[config.mk]
export PLATFORM = sky130hd
export DESIGN_NAME = pipe_top
export DESIGN_NICKNAME = d
export VERILOG_FILES = /design/src/hw/cpu_pkg.sv /design/src/hw/trace_pkg.sv /design/src/hw/hazard_unit.sv /design/src/hw/pipe_core.sv /design/src/hw/trace_unit.sv /design/src/hw/pipe_top.sv
export SDC_FILE = /design/constraint.sdc
export NUM_CORES = 1
export LEC_CHECK = 0
export BUFFER_PORTS_ARGS = -buffer_cell sky130_fd_sc_hd__buf_2
export CORE_MARGIN = 10
export CORE_UTILIZATION = 50
export DETAILED_ROUTE_END_ITERATION = 8
export PLACE_DENSITY = 0.76
export RECOVER_POWER = 100
export SYNTH_ARGS = -nofsm -noshare
export SYNTH_HDL_FRONTEND = slang
export SYNTH_SLANG_ARGS = --single-unit
[constraint.sdc]
create_clock -name clk -period 7.91 [get_ports clk]
set_input_delay 1.582 -clock clk [delete_from_list [all_inputs] [get_ports clk]]
set_output_delay 1.582 -clock clk [all_outputs]
set_load 0.01 [all_outputs]
[src/hw/cpu_pkg.sv]
`default_nettype none

package cpu_pkg;

    localparam int instr_w    = 16;  // Instruction word
    localparam int data_w     = 16;  // Register and memory word
    localparam int reg_addr_w = 3;   // Eight registers
    localparam int pc_w       = 8;   // Word address into the program
    localparam int opcode_w   = 4;
    localparam int imm_w      = 6;   // Signed, low bits of the word

    ////////////////////
    // Field positions
    ////////////////////
    localparam int rd_lsb  = 9;
    localparam int rs1_lsb = 6;
    localparam int rs2_lsb = 3;

    // Execute operand source
    localparam int fwd_w = 2;
    localparam logic [fwd_w-1:0] fwd_reg = 2'd0;  // Value read in decode
    localparam logic [fwd_w-1:0] fwd_mem = 2'd1;  // ALU result in memory stage
    localparam logic [fwd_w-1:0] fwd_wb  = 2'd2;  // Write-back value

    typedef enum logic [opcode_w-1:0] {
        op_nop  = 4'd0,
        op_add  = 4'd1,  // rd = rs1 + rs2
        op_sub  = 4'd2,  // rd = rs1 - rs2
        op_addi = 4'd3,  // rd = rs1 + imm
        op_ld   = 4'd4,  // rd = mem[rs1 + imm]
        op_st   = 4'd5,  // mem[rs1 + imm] = rd
        op_beq  = 4'd6   // pc += imm when rd == rs1
    } opcode_e;

endpackage

`default_nettype wire

[src/hw/trace_pkg.sv]
`default_nettype none

package trace_pkg;

    localparam int stamp_w = 16;  // Free-running cycle stamp, wraps
    localparam int tag_w   = 8;   // Fetch order tag, wraps

    // Retire record and counter widths
    localparam int stall_w = 4;   // Saturating stall count
    localparam int flush_w = 16;  // Squashed instruction count

endpackage

`default_nettype wire

[src/hw/hazard_unit.sv]
`timescale 1ns/10ps
`default_nettype none

module hazard_unit
    import cpu_pkg::*;
(
    input  logic [reg_addr_w-1:0] id_rs1,
    input  logic [reg_addr_w-1:0] id_rs2,
    input  logic [reg_addr_w-1:0] ex_rd,
    input  opcode_e               ex_opcode,
    input  logic [reg_addr_w-1:0] mem_rd,
    input  logic                  mem_we_reg,
    input  logic [reg_addr_w-1:0] wb_rd,
    input  logic                  wb_we,
    input  logic [reg_addr_w-1:0] ex_rs1,
    input  logic [reg_addr_w-1:0] ex_rs2,
    input  logic                  branch_taken,
    output logic                  stall,
    output logic                  flush,
    output logic [fwd_w-1:0]      fwd_a,
    output logic [fwd_w-1:0]      fwd_b
);

    // Load result is not ready until write-back, so hold decode one cycle
    assign stall = (ex_opcode == op_ld) && (ex_rd != '0) &&
                   (ex_rd == id_rs1 || ex_rd == id_rs2);

    assign flush = branch_taken;  // Squash fetch and decode

    ////////////////////
    // Forwarding
    ////////////////////
    always_comb begin
        fwd_a = fwd_reg;
        if (mem_we_reg && mem_rd == ex_rs1) begin
            fwd_a = fwd_mem;  // Youngest producer wins
        end else if (wb_we && wb_rd == ex_rs1) begin
            fwd_a = fwd_wb;
        end
    end

    always_comb begin
        fwd_b = fwd_reg;
        if (mem_we_reg && mem_rd == ex_rs2) begin
            fwd_b = fwd_mem;
        end else if (wb_we && wb_rd == ex_rs2) begin
            fwd_b = fwd_wb;
        end
    end

endmodule

`default_nettype wire

[src/hw/pipe_core.sv]
`timescale 1ns/10ps
`default_nettype none

module pipe_core
    import cpu_pkg::*, trace_pkg::*;
#(
    parameter int dmem_words = 16
) (
    input  logic                  clk,
    input  logic                  rst,
    output logic [pc_w-1:0]       imem_addr,
    input  logic [instr_w-1:0]    imem_data,
    output logic [reg_addr_w-1:0] id_rs1,
    output logic [reg_addr_w-1:0] id_rs2,
    output logic [reg_addr_w-1:0] ex_rd,
    output opcode_e               ex_opcode,
    output logic [reg_addr_w-1:0] mem_rd,
    output logic                  mem_we_reg,
    output logic [reg_addr_w-1:0] wb_rd,
    output logic                  wb_we,
    output logic [reg_addr_w-1:0] ex_rs1,
    output logic [reg_addr_w-1:0] ex_rs2,
    output logic                  branch_taken,
    input  logic                  stall,
    input  logic                  flush,
    input  logic [fwd_w-1:0]      fwd_a,
    input  logic [fwd_w-1:0]      fwd_b,
    output logic                  fetch_fire,
    output logic [tag_w-1:0]      fetch_tag,
    output logic [tag_w-1:0]      stall_tag,
    output logic                  wb_done,
    output logic [tag_w-1:0]      wb_tag,
    output opcode_e               wb_opcode,
    output logic [data_w-1:0]     wb_data
);

    localparam int dmem_aw = $clog2(dmem_words);

    ////////////////////
    // Fetch
    ////////////////////
    logic                  fetch_en;   // Low for the first cycle out of reset
    logic [pc_w-1:0]       pc;
    logic [tag_w-1:0]      tag_cnt;
    logic [pc_w-1:0]       br_target;

    assign imem_addr  = pc;
    assign fetch_fire = fetch_en & ~stall;
    assign fetch_tag  = tag_cnt;

    always_ff @(posedge clk or posedge rst) begin
        if (rst) begin
            fetch_en <= 1'b0;
            pc       <= '0;
            tag_cnt  <= '0;
        end else begin
            fetch_en <= 1'b1;
            if (flush) begin
                pc <= br_target;
            end else if (fetch_fire) begin
                pc <= pc + 1'b1;
            end
            if (fetch_fire) begin
                tag_cnt <= tag_cnt + 1'b1;  // Squashed fetches use a tag too
            end
        end
    end

    logic                  if_id_valid;
    logic [tag_w-1:0]      if_id_tag;
    logic [pc_w-1:0]       if_id_pc;
    logic [instr_w-1:0]    if_id_instr;

    always_ff @(posedge clk or posedge rst) begin
        if (rst) begin
            if_id_valid <= 1'b0;
        end else if (flush) begin
            if_id_valid <= 1'b0;
        end else if (!stall) begin
            if_id_valid <= fetch_en;
        end
    end

    always_ff @(posedge clk) begin
        if (!stall) begin
            if_id_tag   <= tag_cnt;
            if_id_pc    <= pc;
            if_id_instr <= imem_data;
        end
    end

    ////////////////////
    // Decode
    ////////////////////
    opcode_e               id_op;
    logic [reg_addr_w-1:0] id_rdf;
    logic [reg_addr_w-1:0] id_src1;
    logic [reg_addr_w-1:0] id_src2;
    logic                  id_reg_we;
    logic [data_w-1:0]     id_a;
    logic [data_w-1:0]     id_b;
    logic [data_w-1:0]     regs [1 << reg_addr_w];

    assign id_op  = opcode_e'(if_id_instr[instr_w-1 -: opcode_w]);
    assign id_rdf = if_id_instr[rd_lsb +: reg_addr_w];

    always_comb begin
        id_src1   = '0;
        id_src2   = '0;
        id_reg_we = 1'b0;
        case (id_op)
            op_add, op_sub: begin
                id_src1   = if_id_instr[rs1_lsb +: reg_addr_w];
                id_src2   = if_id_instr[rs2_lsb +: reg_addr_w];
                id_reg_we = 1'b1;
            end
            op_addi, op_ld: begin
                id_src1   = if_id_instr[rs1_lsb +: reg_addr_w];
                id_reg_we = 1'b1;
            end
            op_st, op_beq: begin
                id_src1 = if_id_instr[rs1_lsb +: reg_addr_w];
                id_src2 = id_rdf;  // Store data or compare operand
            end
            default: ;
        endcase
        if (!if_id_valid) begin
            id_src1 = '0;
            id_src2 = '0;
        end
        if (id_rdf == '0) begin
            id_reg_we = 1'b0;  // r0 stays zero
        end
    end

    assign id_rs1 = id_src1;
    assign id_rs2 = id_src2;

    // Write-through covers the producer leaving write-back this cycle
    assign id_a = (id_src1 == '0) ? '0 :
                  (wb_we && wb_rd == id_src1) ? wb_data : regs[id_src1];
    assign id_b = (id_src2 == '0) ? '0 :
                  (wb_we && wb_rd == id_src2) ? wb_data : regs[id_src2];

    logic                  id_ex_valid;
    logic [tag_w-1:0]      id_ex_tag;
    logic [pc_w-1:0]       id_ex_pc;
    opcode_e               id_ex_op;
    logic [reg_addr_w-1:0] id_ex_rd;
    logic                  id_ex_reg_we;
    logic [reg_addr_w-1:0] id_ex_rs1;
    logic [reg_addr_w-1:0] id_ex_rs2;
    logic [data_w-1:0]     id_ex_a;
    logic [data_w-1:0]     id_ex_b;
    logic [imm_w-1:0]      id_ex_imm;

    always_ff @(posedge clk or posedge rst) begin
        if (rst) begin
            id_ex_valid <= 1'b0;
        end else begin
            id_ex_valid <= if_id_valid & ~stall & ~flush;  // Bubble on stall
        end
    end

    always_ff @(posedge clk) begin
        id_ex_tag    <= if_id_tag;
        id_ex_pc     <= if_id_pc;
        id_ex_op     <= id_op;
        id_ex_rd     <= id_rdf;
        id_ex_reg_we <= id_reg_we;
        id_ex_rs1    <= id_src1;
        id_ex_rs2    <= id_src2;
        id_ex_a      <= id_a;
        id_ex_b      <= id_b;
        id_ex_imm    <= if_id_instr[imm_w-1:0];
    end

    ////////////////////
    // Execute
    ////////////////////
    logic [data_w-1:0]     ex_a;
    logic [data_w-1:0]     ex_b;
    logic [data_w-1:0]     ex_imm;
    logic [data_w-1:0]     ex_result;
    logic [data_w-1:0]     ex_mem_result;

    assign ex_rd     = id_ex_rd;
    assign ex_rs1    = id_ex_rs1;
    assign ex_rs2    = id_ex_rs2;
    assign ex_opcode = id_ex_valid ? id_ex_op : op_nop;
    assign ex_imm    = {{(data_w - imm_w){id_ex_imm[imm_w-1]}}, id_ex_imm};

    always_comb begin
        case (fwd_a)
            fwd_mem: ex_a = ex_mem_result;
            fwd_wb:  ex_a = wb_data;
            default: ex_a = id_ex_a;
        endcase
        case (fwd_b)
            fwd_mem: ex_b = ex_mem_result;
            fwd_wb:  ex_b = wb_data;
            default: ex_b = id_ex_b;
        endcase
    end

    always_comb begin
        case (id_ex_op)
            op_add:               ex_result = ex_a + ex_b;
            op_sub:               ex_result = ex_a - ex_b;
            op_addi, op_ld, op_st: ex_result = ex_a + ex_imm;  // Also the address
            default:              ex_result = '0;
        endcase
    end

    assign branch_taken = id_ex_valid && (id_ex_op == op_beq) && (ex_a == ex_b);
    assign br_target    = id_ex_pc + ex_imm[pc_w-1:0];

    logic                  ex_mem_valid;
    logic [tag_w-1:0]      ex_mem_tag;
    opcode_e               ex_mem_op;
    logic [reg_addr_w-1:0] ex_mem_rd;
    logic                  ex_mem_reg_we;
    logic [data_w-1:0]     ex_mem_store;

    always_ff @(posedge clk or posedge rst) begin
        if (rst) begin
            ex_mem_valid <= 1'b0;
        end else begin
            ex_mem_valid <= id_ex_valid;
        end
    end

    always_ff @(posedge clk) begin
        ex_mem_tag    <= id_ex_tag;
        ex_mem_op     <= id_ex_op;
        ex_mem_rd     <= id_ex_rd;
        ex_mem_reg_we <= id_ex_reg_we;
        ex_mem_result <= ex_result;
        ex_mem_store  <= ex_b;
    end

    ////////////////////
    // Memory
    ////////////////////
    logic [data_w-1:0]     dmem [dmem_words];
    logic [dmem_aw-1:0]    mem_addr;
    logic [data_w-1:0]     mem_result;

    assign mem_rd     = ex_mem_rd;
    assign mem_we_reg = ex_mem_valid & ex_mem_reg_we;
    assign mem_addr   = ex_mem_result[dmem_aw-1:0];
    assign mem_result = (ex_mem_op == op_ld) ? dmem[mem_addr] : ex_mem_result;

    always_ff @(posedge clk) begin
        if (ex_mem_valid && ex_mem_op == op_st) begin
            dmem[mem_addr] <= ex_mem_store;
        end
    end

    logic                  mem_wb_valid;
    logic [tag_w-1:0]      mem_wb_tag;
    opcode_e               mem_wb_op;
    logic [reg_addr_w-1:0] mem_wb_rd;
    logic                  mem_wb_reg_we;
    logic [data_w-1:0]     mem_wb_result;

    always_ff @(posedge clk or posedge rst) begin
        if (rst) begin
            mem_wb_valid <= 1'b0;
        end else begin
            mem_wb_valid <= ex_mem_valid;
        end
    end

    always_ff @(posedge clk) begin
        mem_wb_tag    <= ex_mem_tag;
        mem_wb_op     <= ex_mem_op;
        mem_wb_rd     <= ex_mem_rd;
        mem_wb_reg_we <= ex_mem_reg_we;
        mem_wb_result <= mem_result;
    end

    ////////////////////
    // Write-back
    ////////////////////
    assign wb_done   = mem_wb_valid;
    assign wb_we     = mem_wb_valid & mem_wb_reg_we;
    assign wb_rd     = mem_wb_rd;
    assign wb_data   = mem_wb_result;
    assign wb_tag    = mem_wb_tag;
    assign wb_opcode = mem_wb_op;
    assign stall_tag = if_id_tag;  // Decode holds the stalled one

    always_ff @(posedge clk or posedge rst) begin
        if (rst) begin
            for (int i = 0; i < (1 << reg_addr_w); i++) begin
                regs[i] <= '0;
            end
        end else if (wb_we) begin
            regs[wb_rd] <= wb_data;
        end
    end

endmodule

`default_nettype wire

[src/hw/trace_unit.sv]
`timescale 1ns/10ps
`default_nettype none

module trace_unit
    import cpu_pkg::*, trace_pkg::*;
#(
    parameter int trace_depth = 8
) (
    input  logic               clk,
    input  logic               rst,
    input  logic               fetch_fire,
    input  logic [tag_w-1:0]   fetch_tag,
    input  logic               stall,
    input  logic [tag_w-1:0]   stall_tag,
    input  logic               flush,
    input  logic               wb_done,
    input  logic [tag_w-1:0]   wb_tag,
    input  opcode_e            wb_opcode,
    output logic               ret_valid,
    output logic [tag_w-1:0]   ret_tag,
    output opcode_e            ret_opcode,
    output logic [stamp_w-1:0] ret_fetch_stamp,
    output logic [stamp_w-1:0] ret_latency,
    output logic [stall_w-1:0] ret_stalls,
    output logic [flush_w-1:0] flush_count
);

    localparam int idx_w = $clog2(trace_depth);

    logic [stamp_w-1:0] cycle;                     // Free-running, wraps
    logic [stamp_w-1:0] stamp_tbl [trace_depth];   // Fetch cycle per tag
    logic [stall_w-1:0] stall_tbl [trace_depth];   // Stall cycles per tag
    logic [idx_w-1:0]   fetch_idx;
    logic [idx_w-1:0]   stall_idx;
    logic [idx_w-1:0]   wb_idx;

    assign fetch_idx = fetch_tag[idx_w-1:0];
    assign stall_idx = stall_tag[idx_w-1:0];
    assign wb_idx    = wb_tag[idx_w-1:0];

    ////////////////////
    // Stamp table
    ////////////////////
    // Fetch and stall never fire in the same cycle
    always_ff @(posedge clk) begin
        if (fetch_fire) begin
            stamp_tbl[fetch_idx] <= cycle;
            stall_tbl[fetch_idx] <= '0;
        end else if (stall && stall_tbl[stall_idx] != '1) begin
            stall_tbl[stall_idx] <= stall_tbl[stall_idx] + 1'b1;  // Saturates
        end
    end

    always_ff @(posedge clk or posedge rst) begin
        if (rst) begin
            cycle       <= '0;
            ret_valid   <= 1'b0;
            flush_count <= '0;
        end else begin
            cycle     <= cycle + 1'b1;
            ret_valid <= wb_done;
            if (flush) begin
                flush_count <= flush_count + flush_w'(2);  // Fetch and decode
            end
        end
    end

    ////////////////////
    // Retire record
    ////////////////////
    always_ff @(posedge clk) begin
        if (wb_done) begin
            ret_tag         <= wb_tag;
            ret_opcode      <= wb_opcode;
            ret_fetch_stamp <= stamp_tbl[wb_idx];
            ret_latency     <= cycle - stamp_tbl[wb_idx];  // Wraps with the stamp
            ret_stalls      <= stall_tbl[wb_idx];
        end
    end

endmodule

`default_nettype wire

[src/hw/pipe_top.sv]
`timescale 1ns/10ps
`default_nettype none

module pipe_top
    import cpu_pkg::*, trace_pkg::*;
#(
    parameter int trace_depth = 8,   // Above the five in flight
    parameter int dmem_words  = 16
) (
    input  logic                  clk,
    input  logic                  rst,
    output logic [pc_w-1:0]       imem_addr,
    input  logic [instr_w-1:0]    imem_data,
    output logic                  wb_we,
    output logic [reg_addr_w-1:0] wb_rd,
    output logic [data_w-1:0]     wb_data,
    output logic                  ret_valid,
    output logic [tag_w-1:0]      ret_tag,
    output opcode_e               ret_opcode,
    output logic [stamp_w-1:0]    ret_fetch_stamp,
    output logic [stamp_w-1:0]    ret_latency,
    output logic [stall_w-1:0]    ret_stalls,
    output logic [flush_w-1:0]    flush_count
);

    // Core to hazard unit
    logic [reg_addr_w-1:0] id_rs1;
    logic [reg_addr_w-1:0] id_rs2;
    logic [reg_addr_w-1:0] ex_rd;
    opcode_e               ex_opcode;
    logic [reg_addr_w-1:0] mem_rd;
    logic                  mem_we_reg;
    logic [reg_addr_w-1:0] ex_rs1;
    logic [reg_addr_w-1:0] ex_rs2;
    logic                  branch_taken;
    logic                  stall;
    logic                  flush;
    logic [fwd_w-1:0]      fwd_a;
    logic [fwd_w-1:0]      fwd_b;

    // Core to trace unit
    logic                  fetch_fire;
    logic [tag_w-1:0]      fetch_tag;
    logic [tag_w-1:0]      stall_tag;
    logic                  wb_done;
    logic [tag_w-1:0]      wb_tag;
    opcode_e               wb_opcode;

    pipe_core #(
        .dmem_words(dmem_words)
    ) u_core (
        .clk,
        .rst,
        .imem_addr,
        .imem_data,
        .id_rs1,
        .id_rs2,
        .ex_rd,
        .ex_opcode,
        .mem_rd,
        .mem_we_reg,
        .wb_rd,
        .wb_we,
        .ex_rs1,
        .ex_rs2,
        .branch_taken,
        .stall,
        .flush,
        .fwd_a,
        .fwd_b,
        .fetch_fire,
        .fetch_tag,
        .stall_tag,
        .wb_done,
        .wb_tag,
        .wb_opcode,
        .wb_data
    );

    hazard_unit u_hazard (
        .id_rs1,
        .id_rs2,
        .ex_rd,
        .ex_opcode,
        .mem_rd,
        .mem_we_reg,
        .wb_rd,
        .wb_we,
        .ex_rs1,
        .ex_rs2,
        .branch_taken,
        .stall,
        .flush,
        .fwd_a,
        .fwd_b
    );

    trace_unit #(
        .trace_depth(trace_depth)
    ) u_trace (
        .clk,
        .rst,
        .fetch_fire,
        .fetch_tag,
        .stall,
        .stall_tag,
        .flush,
        .wb_done,
        .wb_tag,
        .wb_opcode,
        .ret_valid,
        .ret_tag,
        .ret_opcode,
        .ret_fetch_stamp,
        .ret_latency,
        .ret_stalls,
        .flush_count
    );

endmodule

`default_nettype wire

; ---- Yosys cells after proc, flatten, opt, wreduce, memory -nomap -nowiden
; Memories as Yosys holds them, arrays and structs flattened. A register that Yosys moved wholly into a read port is not among the register bits.
; Cells that the tools add are included.
[op_classes]
eq_ne = 30
add_sub_neg = 10
order_cmp = 4
n_bitwise = 10
n_mux = 40
reduce_logical = 25
[ops]
columns = cell, count
row1 = $bwmux W128, 1
row2 = $mux W16, 8
row3 = $bmux W16 S3, 2
row4 = $pmux W16 S2, 2
row5 = $demux W16 S3, 1
row6 = $pmux W16 S3, 1
row7 = $eq A4 B3 Y1 const B, 9
row8 = $add A16 B16 Y16, 2
row9 = $sub A16 B16 Y16, 2
row10 = $eq A3 B3 Y1, 8
row11 = $add A16 B1 Y16 const B, 1
row12 = $add A16 B2 Y16 const B, 1
row13 = $add A8 B1 Y8 const B, 2
row14 = $eq A16 B16 Y1, 1
row15 = $eq A4 B2 Y1 const B, 4
row16 = $mux W8, 2
row17 = $mux W3, 5
row18 = $logic_and A1 B1 Y1, 13
row19 = $ge A4 B4 Y1 const B, 3
row20 = $not A3 Y4, 3
row21 = $mux W1, 11
row22 = $logic_not A3 Y1, 3
row23 = $add A8 B8 Y8, 1
row24 = $eq A4 B1 Y1 const B, 2
row25 = other kinds (18), 31
[totals]
ram_bits = 416
mem_count = 3
in_bits = 18
output_inout_bits = 93
elab_cells = 168
register_bits = 406
[mem_list]
columns = name, words, word_bits, rd, rd_ports_with_merged_regs, write_ports, line
row1 = u_core.dmem, 16, 16, 1, 1, 1, pipe_core.sv:245  ; logic [data_w-1:0] dmem [dmem_words];
row2 = u_trace.stamp_tbl, 8, 16, 1, 1, 1, trace_unit.sv:31  ; logic [stamp_w-1:0] stamp_tbl [trace_depth];
row3 = u_trace.stall_tbl, 8, 4, 2, 2, 1, trace_unit.sv:32  ; logic [stall_w-1:0] stall_tbl [trace_depth];

; ---- Logic depth before layout (Yosys ltp)
[logic_depth]
depth_word = 13
depth_mapped = 21

; ---- Cells and area by module
; From an unflattened synthesis, not the netlist that was laid out.
[hier_totals]
hier_cells = 2347
area_unflattened_um2 = 34998.6
[modules_own_cells]
columns = module, instances, cells_each, area_each_um2
row1 = pipe_core, 1, 1728, 24636.1
row2 = trace_unit, 1, 589, 10112.2
row3 = hazard_unit, 1, 30, 250.2

; ---- Least setup slack after synthesis
; No wires, ideal clock.
[synth_timing]
kind = register to register
from = reg u_core.mem_wb_valid (netlist: u_core.wb_done)
to = reg u_core.ex_mem_result[14]
t_required_ns = 7.776
slack_ns = 2.419
path_stages_with_launch = 22
t_arrival_ns = 5.357
n_path_buf = 1
path_cell_list = dfrtp_1 > nand2_1 > inv_1 > nand4_1 > clkbuf_1 > mux2i_1 > o21ai_0 > mux2_2 > ha_1 > inv_1 > fa_1 > nor2b_1 > o21ai_0 > a21boi_0 > o21ai_0 > a21boi_0 > o21ai_0 > a21oi_1 > o41ai_1 > o21ai_0 > xnor2_1 > o22ai_1
[synth_between]
elab_chain_len = 8
[synth_rtl]
columns = element, line
row1 = start: declaration, pipe_core.sv:260  ; logic mem_wb_valid;
row2 = start signal: assignment, pipe_core.sv:271  ; mem_wb_valid <= ex_mem_valid;
row3 = $and A1 B1 Y1 *, pipe_core.sv:287  ; assign wb_we = mem_wb_valid & mem_wb_reg_we;
row4 = net wb_we, pipe_top.sv:14  ; output logic wb_we,
row5 = $logic_and A1 B1 Y1 *, hazard_unit.sv:46  ; end else if (wb_we && wb_rd == ex_rs2) begin
row6 = $mux W2 *, hazard_unit.sv:46
row7 = $mux W2 *, hazard_unit.sv:44  ; if (mem_we_reg && mem_rd == ex_rs2) begin
row8 = $eq A2 B2 Y1 or $eq A2 B1 Y1 (tied branches), pipe_core.sv:199  ; case (fwd_b)
row9 = $pmux W16 S2 *, pipe_core.sv:199
row10 = net u_core.ex_b[0], pipe_core.sv:182  ; logic [data_w-1:0] ex_b;
row11 = $sub A16 B16 Y16 or $add A16 B16 Y16 (tied branches), "pipe_core.sv:209, pipe_core.sv:208"
row12 = $pmux W16 S3 *, pipe_core.sv:207  ; case (id_ex_op)
row13 = end signal: assignment, pipe_core.sv:238  ; ex_mem_result <= ex_result;
row14 = end: declaration, pipe_core.sv:185  ; logic [data_w-1:0] ex_mem_result;
; The timed path passes the listed nets; every way through them passes the cells marked *.
; A chain may end at the register's enable or synchronous reset.

; ---- Worst setup path after layout
[layout_timing]
from = reg u_core.if_id_instr[14]
to = mem u_trace.stamp_tbl[7][14], enable pin
[layout_between]
elab_chain_len = 11
[layout_rtl]
columns = element, line
row1 = start: declaration, pipe_core.sv:72  ; logic [instr_w-1:0] if_id_instr;
row2 = start signal: assignment, pipe_core.sv:88  ; if_id_instr <= imem_data;
row3 = "$eq A4 B3 Y1, or another cell as far along", pipe_core.sv:111  ; case (id_op)
row4 = "$reduce_or A6 Y1 (no source line), or another cell as far along", n/a
row5 = $mux W3 or $pmux W3 S2 (tied branches), pipe_core.sv:111
row6 = $mux W3, pipe_core.sv:127  ; if (!if_id_valid) begin
row7 = $eq A3 B3 Y1, hazard_unit.sv:26  ; (ex_rd == id_rs1 || ex_rd == id_rs2);
row8 = $logic_or A1 B1 Y1 *, hazard_unit.sv:26
row9 = $logic_and A1 B1 Y1 *, hazard_unit.sv:25  ; assign stall = (ex_opcode == op_ld) && (ex_rd != '0) &&
row10 = $not A1 Y1 *, pipe_core.sv:48  ; assign fetch_fire = fetch_en & ~stall;
row11 = $and A1 B1 Y1 *, pipe_core.sv:48
row12 = $mux W1 *, trace_unit.sv:46  ; if (fetch_fire) begin
row13 = $mux W1 (not written as such) *, trace_unit.sv:47  ; stamp_tbl[fetch_idx] <= cycle;
row14 = end: declaration, trace_unit.sv:31
; Every way passes the cells marked *; elsewhere a longest branch is shown, timed or not.

==> results.ini <==
[min_path]
min_to=u_core.ex_mem_tag[1]$_DFF_P_
worstHoldStart=u_core.id_ex_tag[1]$_DFF_P_
min_path_cells=0
hp-class=flop to flop

[global_routing]
grt_antenna_before_repair=1
use_met3=0.0473
grt_pass1_wl_um=130000
grt-busiest-layer=met2
grt.met1_usage=0.273
groute.usage.overall=0.204
use_met2=0.327
overflow=0
first_global_vias=21454
grt_max_degree=77

[floorplan]
die_w_um=286
start_util=0.505
io_pins=111
dieArea_sq_um=81800
fp-row-count=97
core_area_sq_um=70000
die_h_um=286

[setup_path]
regToRegStartpoint=u_core.if_id_instr[14]$_DFFE_PP_
rr_worst_depth=12
path_cells=or3_1, and4b_1, nand2_1, clkbuf_1, clkinv_1, xnor2_1, nand3_1, a21oi_1, nor2b_1, nand3_1, nor2_1, clkbuf_1
crit_fanout=32
cp_num_buf_inv=3
r2r-end=u_trace.stamp_tbl[7][14]$_DFFE_PP_
slowest_stage=clkbuf_1
ff2ff_setup_slack_ns=1.45
cp-end-kind=flop
critPathMaxStageDelay_ns=1.54
path_class=flop to flop
critical_path_required_ns=8.14
crit_family=buffers and inverters
critical_path_arrival_ns=6.69
crit_path_start_kind=flop

[synthesis]
synthFlopType=edfxtp_1
syn_inst=2428
syn-num-nets=2502
yosysWarnings=0
syn_area_sq_um=35400
yosys.area.top_type=edfxtp_1
synth_seq_area_share=0.635
ys_types=85
yosys.area.top_type_share=0.421
synthArstFlopShare=0.219
synth_area_per_cell_sq_um=14.6
synthTopCellsByArea=edfxtp_1, dfrtp_1, mux4_2
synth_edf_count=496
synth_seq_cells=828

[clocking]
clkSinkCount=828
insertion_delay_ns=0.63
cts_tree=yes
cts_hold_buf=0
clockRootBuffer=clkbuf_16
h-tree-depth=3
cts_buffers=81
cts_resized=0
clock_path_buffers=3
clk_pin_slew_worst_paths_ns=0.07
post_cts_buffers=0

[placement]
dp_hpwl_um=55100
port_buffers=109
place_area_sq_um=37000
place.gp.congestion=0.918

[detailed_routing]
num_vias=21423
wirelength_um=84500
wire_per_inst_um=23.8
dr.pass1.iters=6
avgViaCountPerCell=6.04
drt_iter0_drc=2279
drcViolationCount=0
ant_nets=0

[final_layout]
area_growth_pct=11.4
final_cell_area_sq_um=39400
multi_input_area_sq_um=12100
antennaDiodeCount=0
drive_gt1_frac=0.176
final_nets=2612
nFillCells=5481
ff_latch_area_sq_um=22400

[power]
peakVddDrop_mv=0.196
power_leakage_uw=0.0148
power_density_nw_per_um2=288

[timing]
setup_tns_ns=0
clock_skew_ns=0.0207
slew_headroom=-1.81
timing.fmax_mhz=155
setup_viol=0
fin_crit_sh=0.817
drv_slew=557
fin_crit_ns=6.46
rsz0062_at_grt=no
finalHoldViolCount=0
worst_pin_slew_ns=4.22

[run_status]
status=finished, violations left
violations=max-capacitance violations, max-slew violations

[job]
drv_cap=15

==> stage by stage <==
step	hold slack, ns	util	instances	total power (uW)	setup slack, ns
after detailed placement	0.312	0.529	3395	7580	2.27
final	0.319	0.562	3546	11300	1.45
after global placement	0.310	0.529	3395	7520	2.41
after CTS	0.320	0.567	3546	11400	2.24
after floorplan	0.310	-	2428	6880	1.41
after global routing	0.329	0.562	3546	11800	0.889
==> cell type report <==
cell class                 count  area share
sequential                   828       0.570
multi-input combinational   1392       0.308
clock buffer                 120      0.0599
tap                          940      0.0299
timing repair buffer         159      0.0167
clock inverter                31     0.00836
inverter                      76     0.00727
==> cells in the mapped netlist (20+ instances only) <==
library cell and instances:
ha_1 53, a21oi_1 59, edfxtp_1 496, dfxtp_1 151
nor2_1 154, a211oi_1 42, clkbuf_1 105, mux2i_1 91
mux4_2 135, o21ai_0 57, mux2_2 157, nand2_1 165
and3_1 21, o22ai_1 28, xnor2_1 76, inv_1 72
nand4_1 22, xor2_1 37, a31oi_1 28, dfrtp_1 181
nand3_1 40, buf_1 20
==> per-layer routing <==
metal  part of all wire  vias to the layer above
met5                  0                        -
met4              0.030                        0
met3              0.075                      172
met2               0.48                      862
met1               0.41                    10959
li1                   -                     9430
==> cell usage in the layout, fill, tap and decap left out, types with 8 or more instances in the layout <==
master	netlist	layout
a211oi_1	42	42
a21boi_0	8	8
a21oi_1	59	59
a311oi_1	12	12
a31oi_1	28	28
a41oi_1	10	10
and3_1	21	21
buf_2	3	8
buf_4	3	14
clkbuf_1	105	161
clkbuf_16	0	84
clkbuf_8	0	12
clkinv_2	0	12
dfrtp_1	181	180
dfxtp_1	151	150
edfxtp_1	496	496
ha_1	53	53
inv_1	72	73
mux2_2	157	150
mux2i_1	91	91
mux4_2	135	135
nand2_1	165	165
nand2b_1	10	10
nand3_1	40	40
nand4_1	22	23
nor2_1	154	154
nor2b_1	12	12
nor3_1	18	16
o211ai_1	13	13
o21ai_0	57	57
o221ai_1	12	12
o22ai_1	28	28
or3_1	18	18
xnor2_1	76	76
xor2_1	37	37
==> cells by family after synthesis <==
logic type               share of synthesized area
flip-flops                                   0.635
AND/OR/NAND/NOR                             0.0670
multiplexers                                 0.162
AO/OA/AOI/OAI                               0.0633
buffers and inverters                       0.0227
XOR/XNOR                                    0.0287
adder cells (fa/ha/maj)                     0.0217
other                                     0.000212
==> worst max path at each step <==
stage                                                 from                                   to  slack [ns]  cells past startpoint
after global placement             u_core.wb_rd[0]$_DFF_P_  u_core.ex_mem_result[14]$_SDFF_PN0_        2.41                     17
after global routing              u_core.wb_done$_DFF_PP0_  u_core.ex_mem_result[14]$_SDFF_PN0_        0.89                     18
after floorplan                                        rst        u_core.ex_mem_valid$_DFF_PP0_        1.41                      1
after detailed placement           u_core.wb_rd[0]$_DFF_P_  u_core.ex_mem_result[14]$_SDFF_PN0_        2.27                     17
after CTS                          u_core.wb_rd[0]$_DFF_P_  u_core.ex_mem_result[14]$_SDFF_PN0_        2.24                     17
final                     u_core.if_id_instr[14]$_DFFE_PP_   u_trace.stamp_tbl[7][14]$_DFFE_PP_        1.45                     12
==> registers in the layout, indices dropped and copies added, names as in the netlist, 15 cells and up, named ones only <==
register / count
u_core.wb_data: 16
u_core.dmem: 256
u_trace.stall_tbl: 32
u_core.ex_mem_result: 16
u_core.id_ex_a: 16
u_core.ex_mem_store: 16
u_core.id_ex_b: 16
u_trace.flush_count: 15
u_trace.stamp_tbl: 128
u_trace.ret_fetch_stamp: 16
u_core.if_id_instr: 16
u_trace.cycle: 16
u_core.regs: 128
u_trace.ret_latency: 16
==> report_power, final <==
part | total, uW | switching, uW | internal (uW)
registers | 5440 | 320 | 5120
logic | 2030 | 1130 | 900
clock network | 3860 | 1620 | 2240
Power figures use the tool's default switching activity.
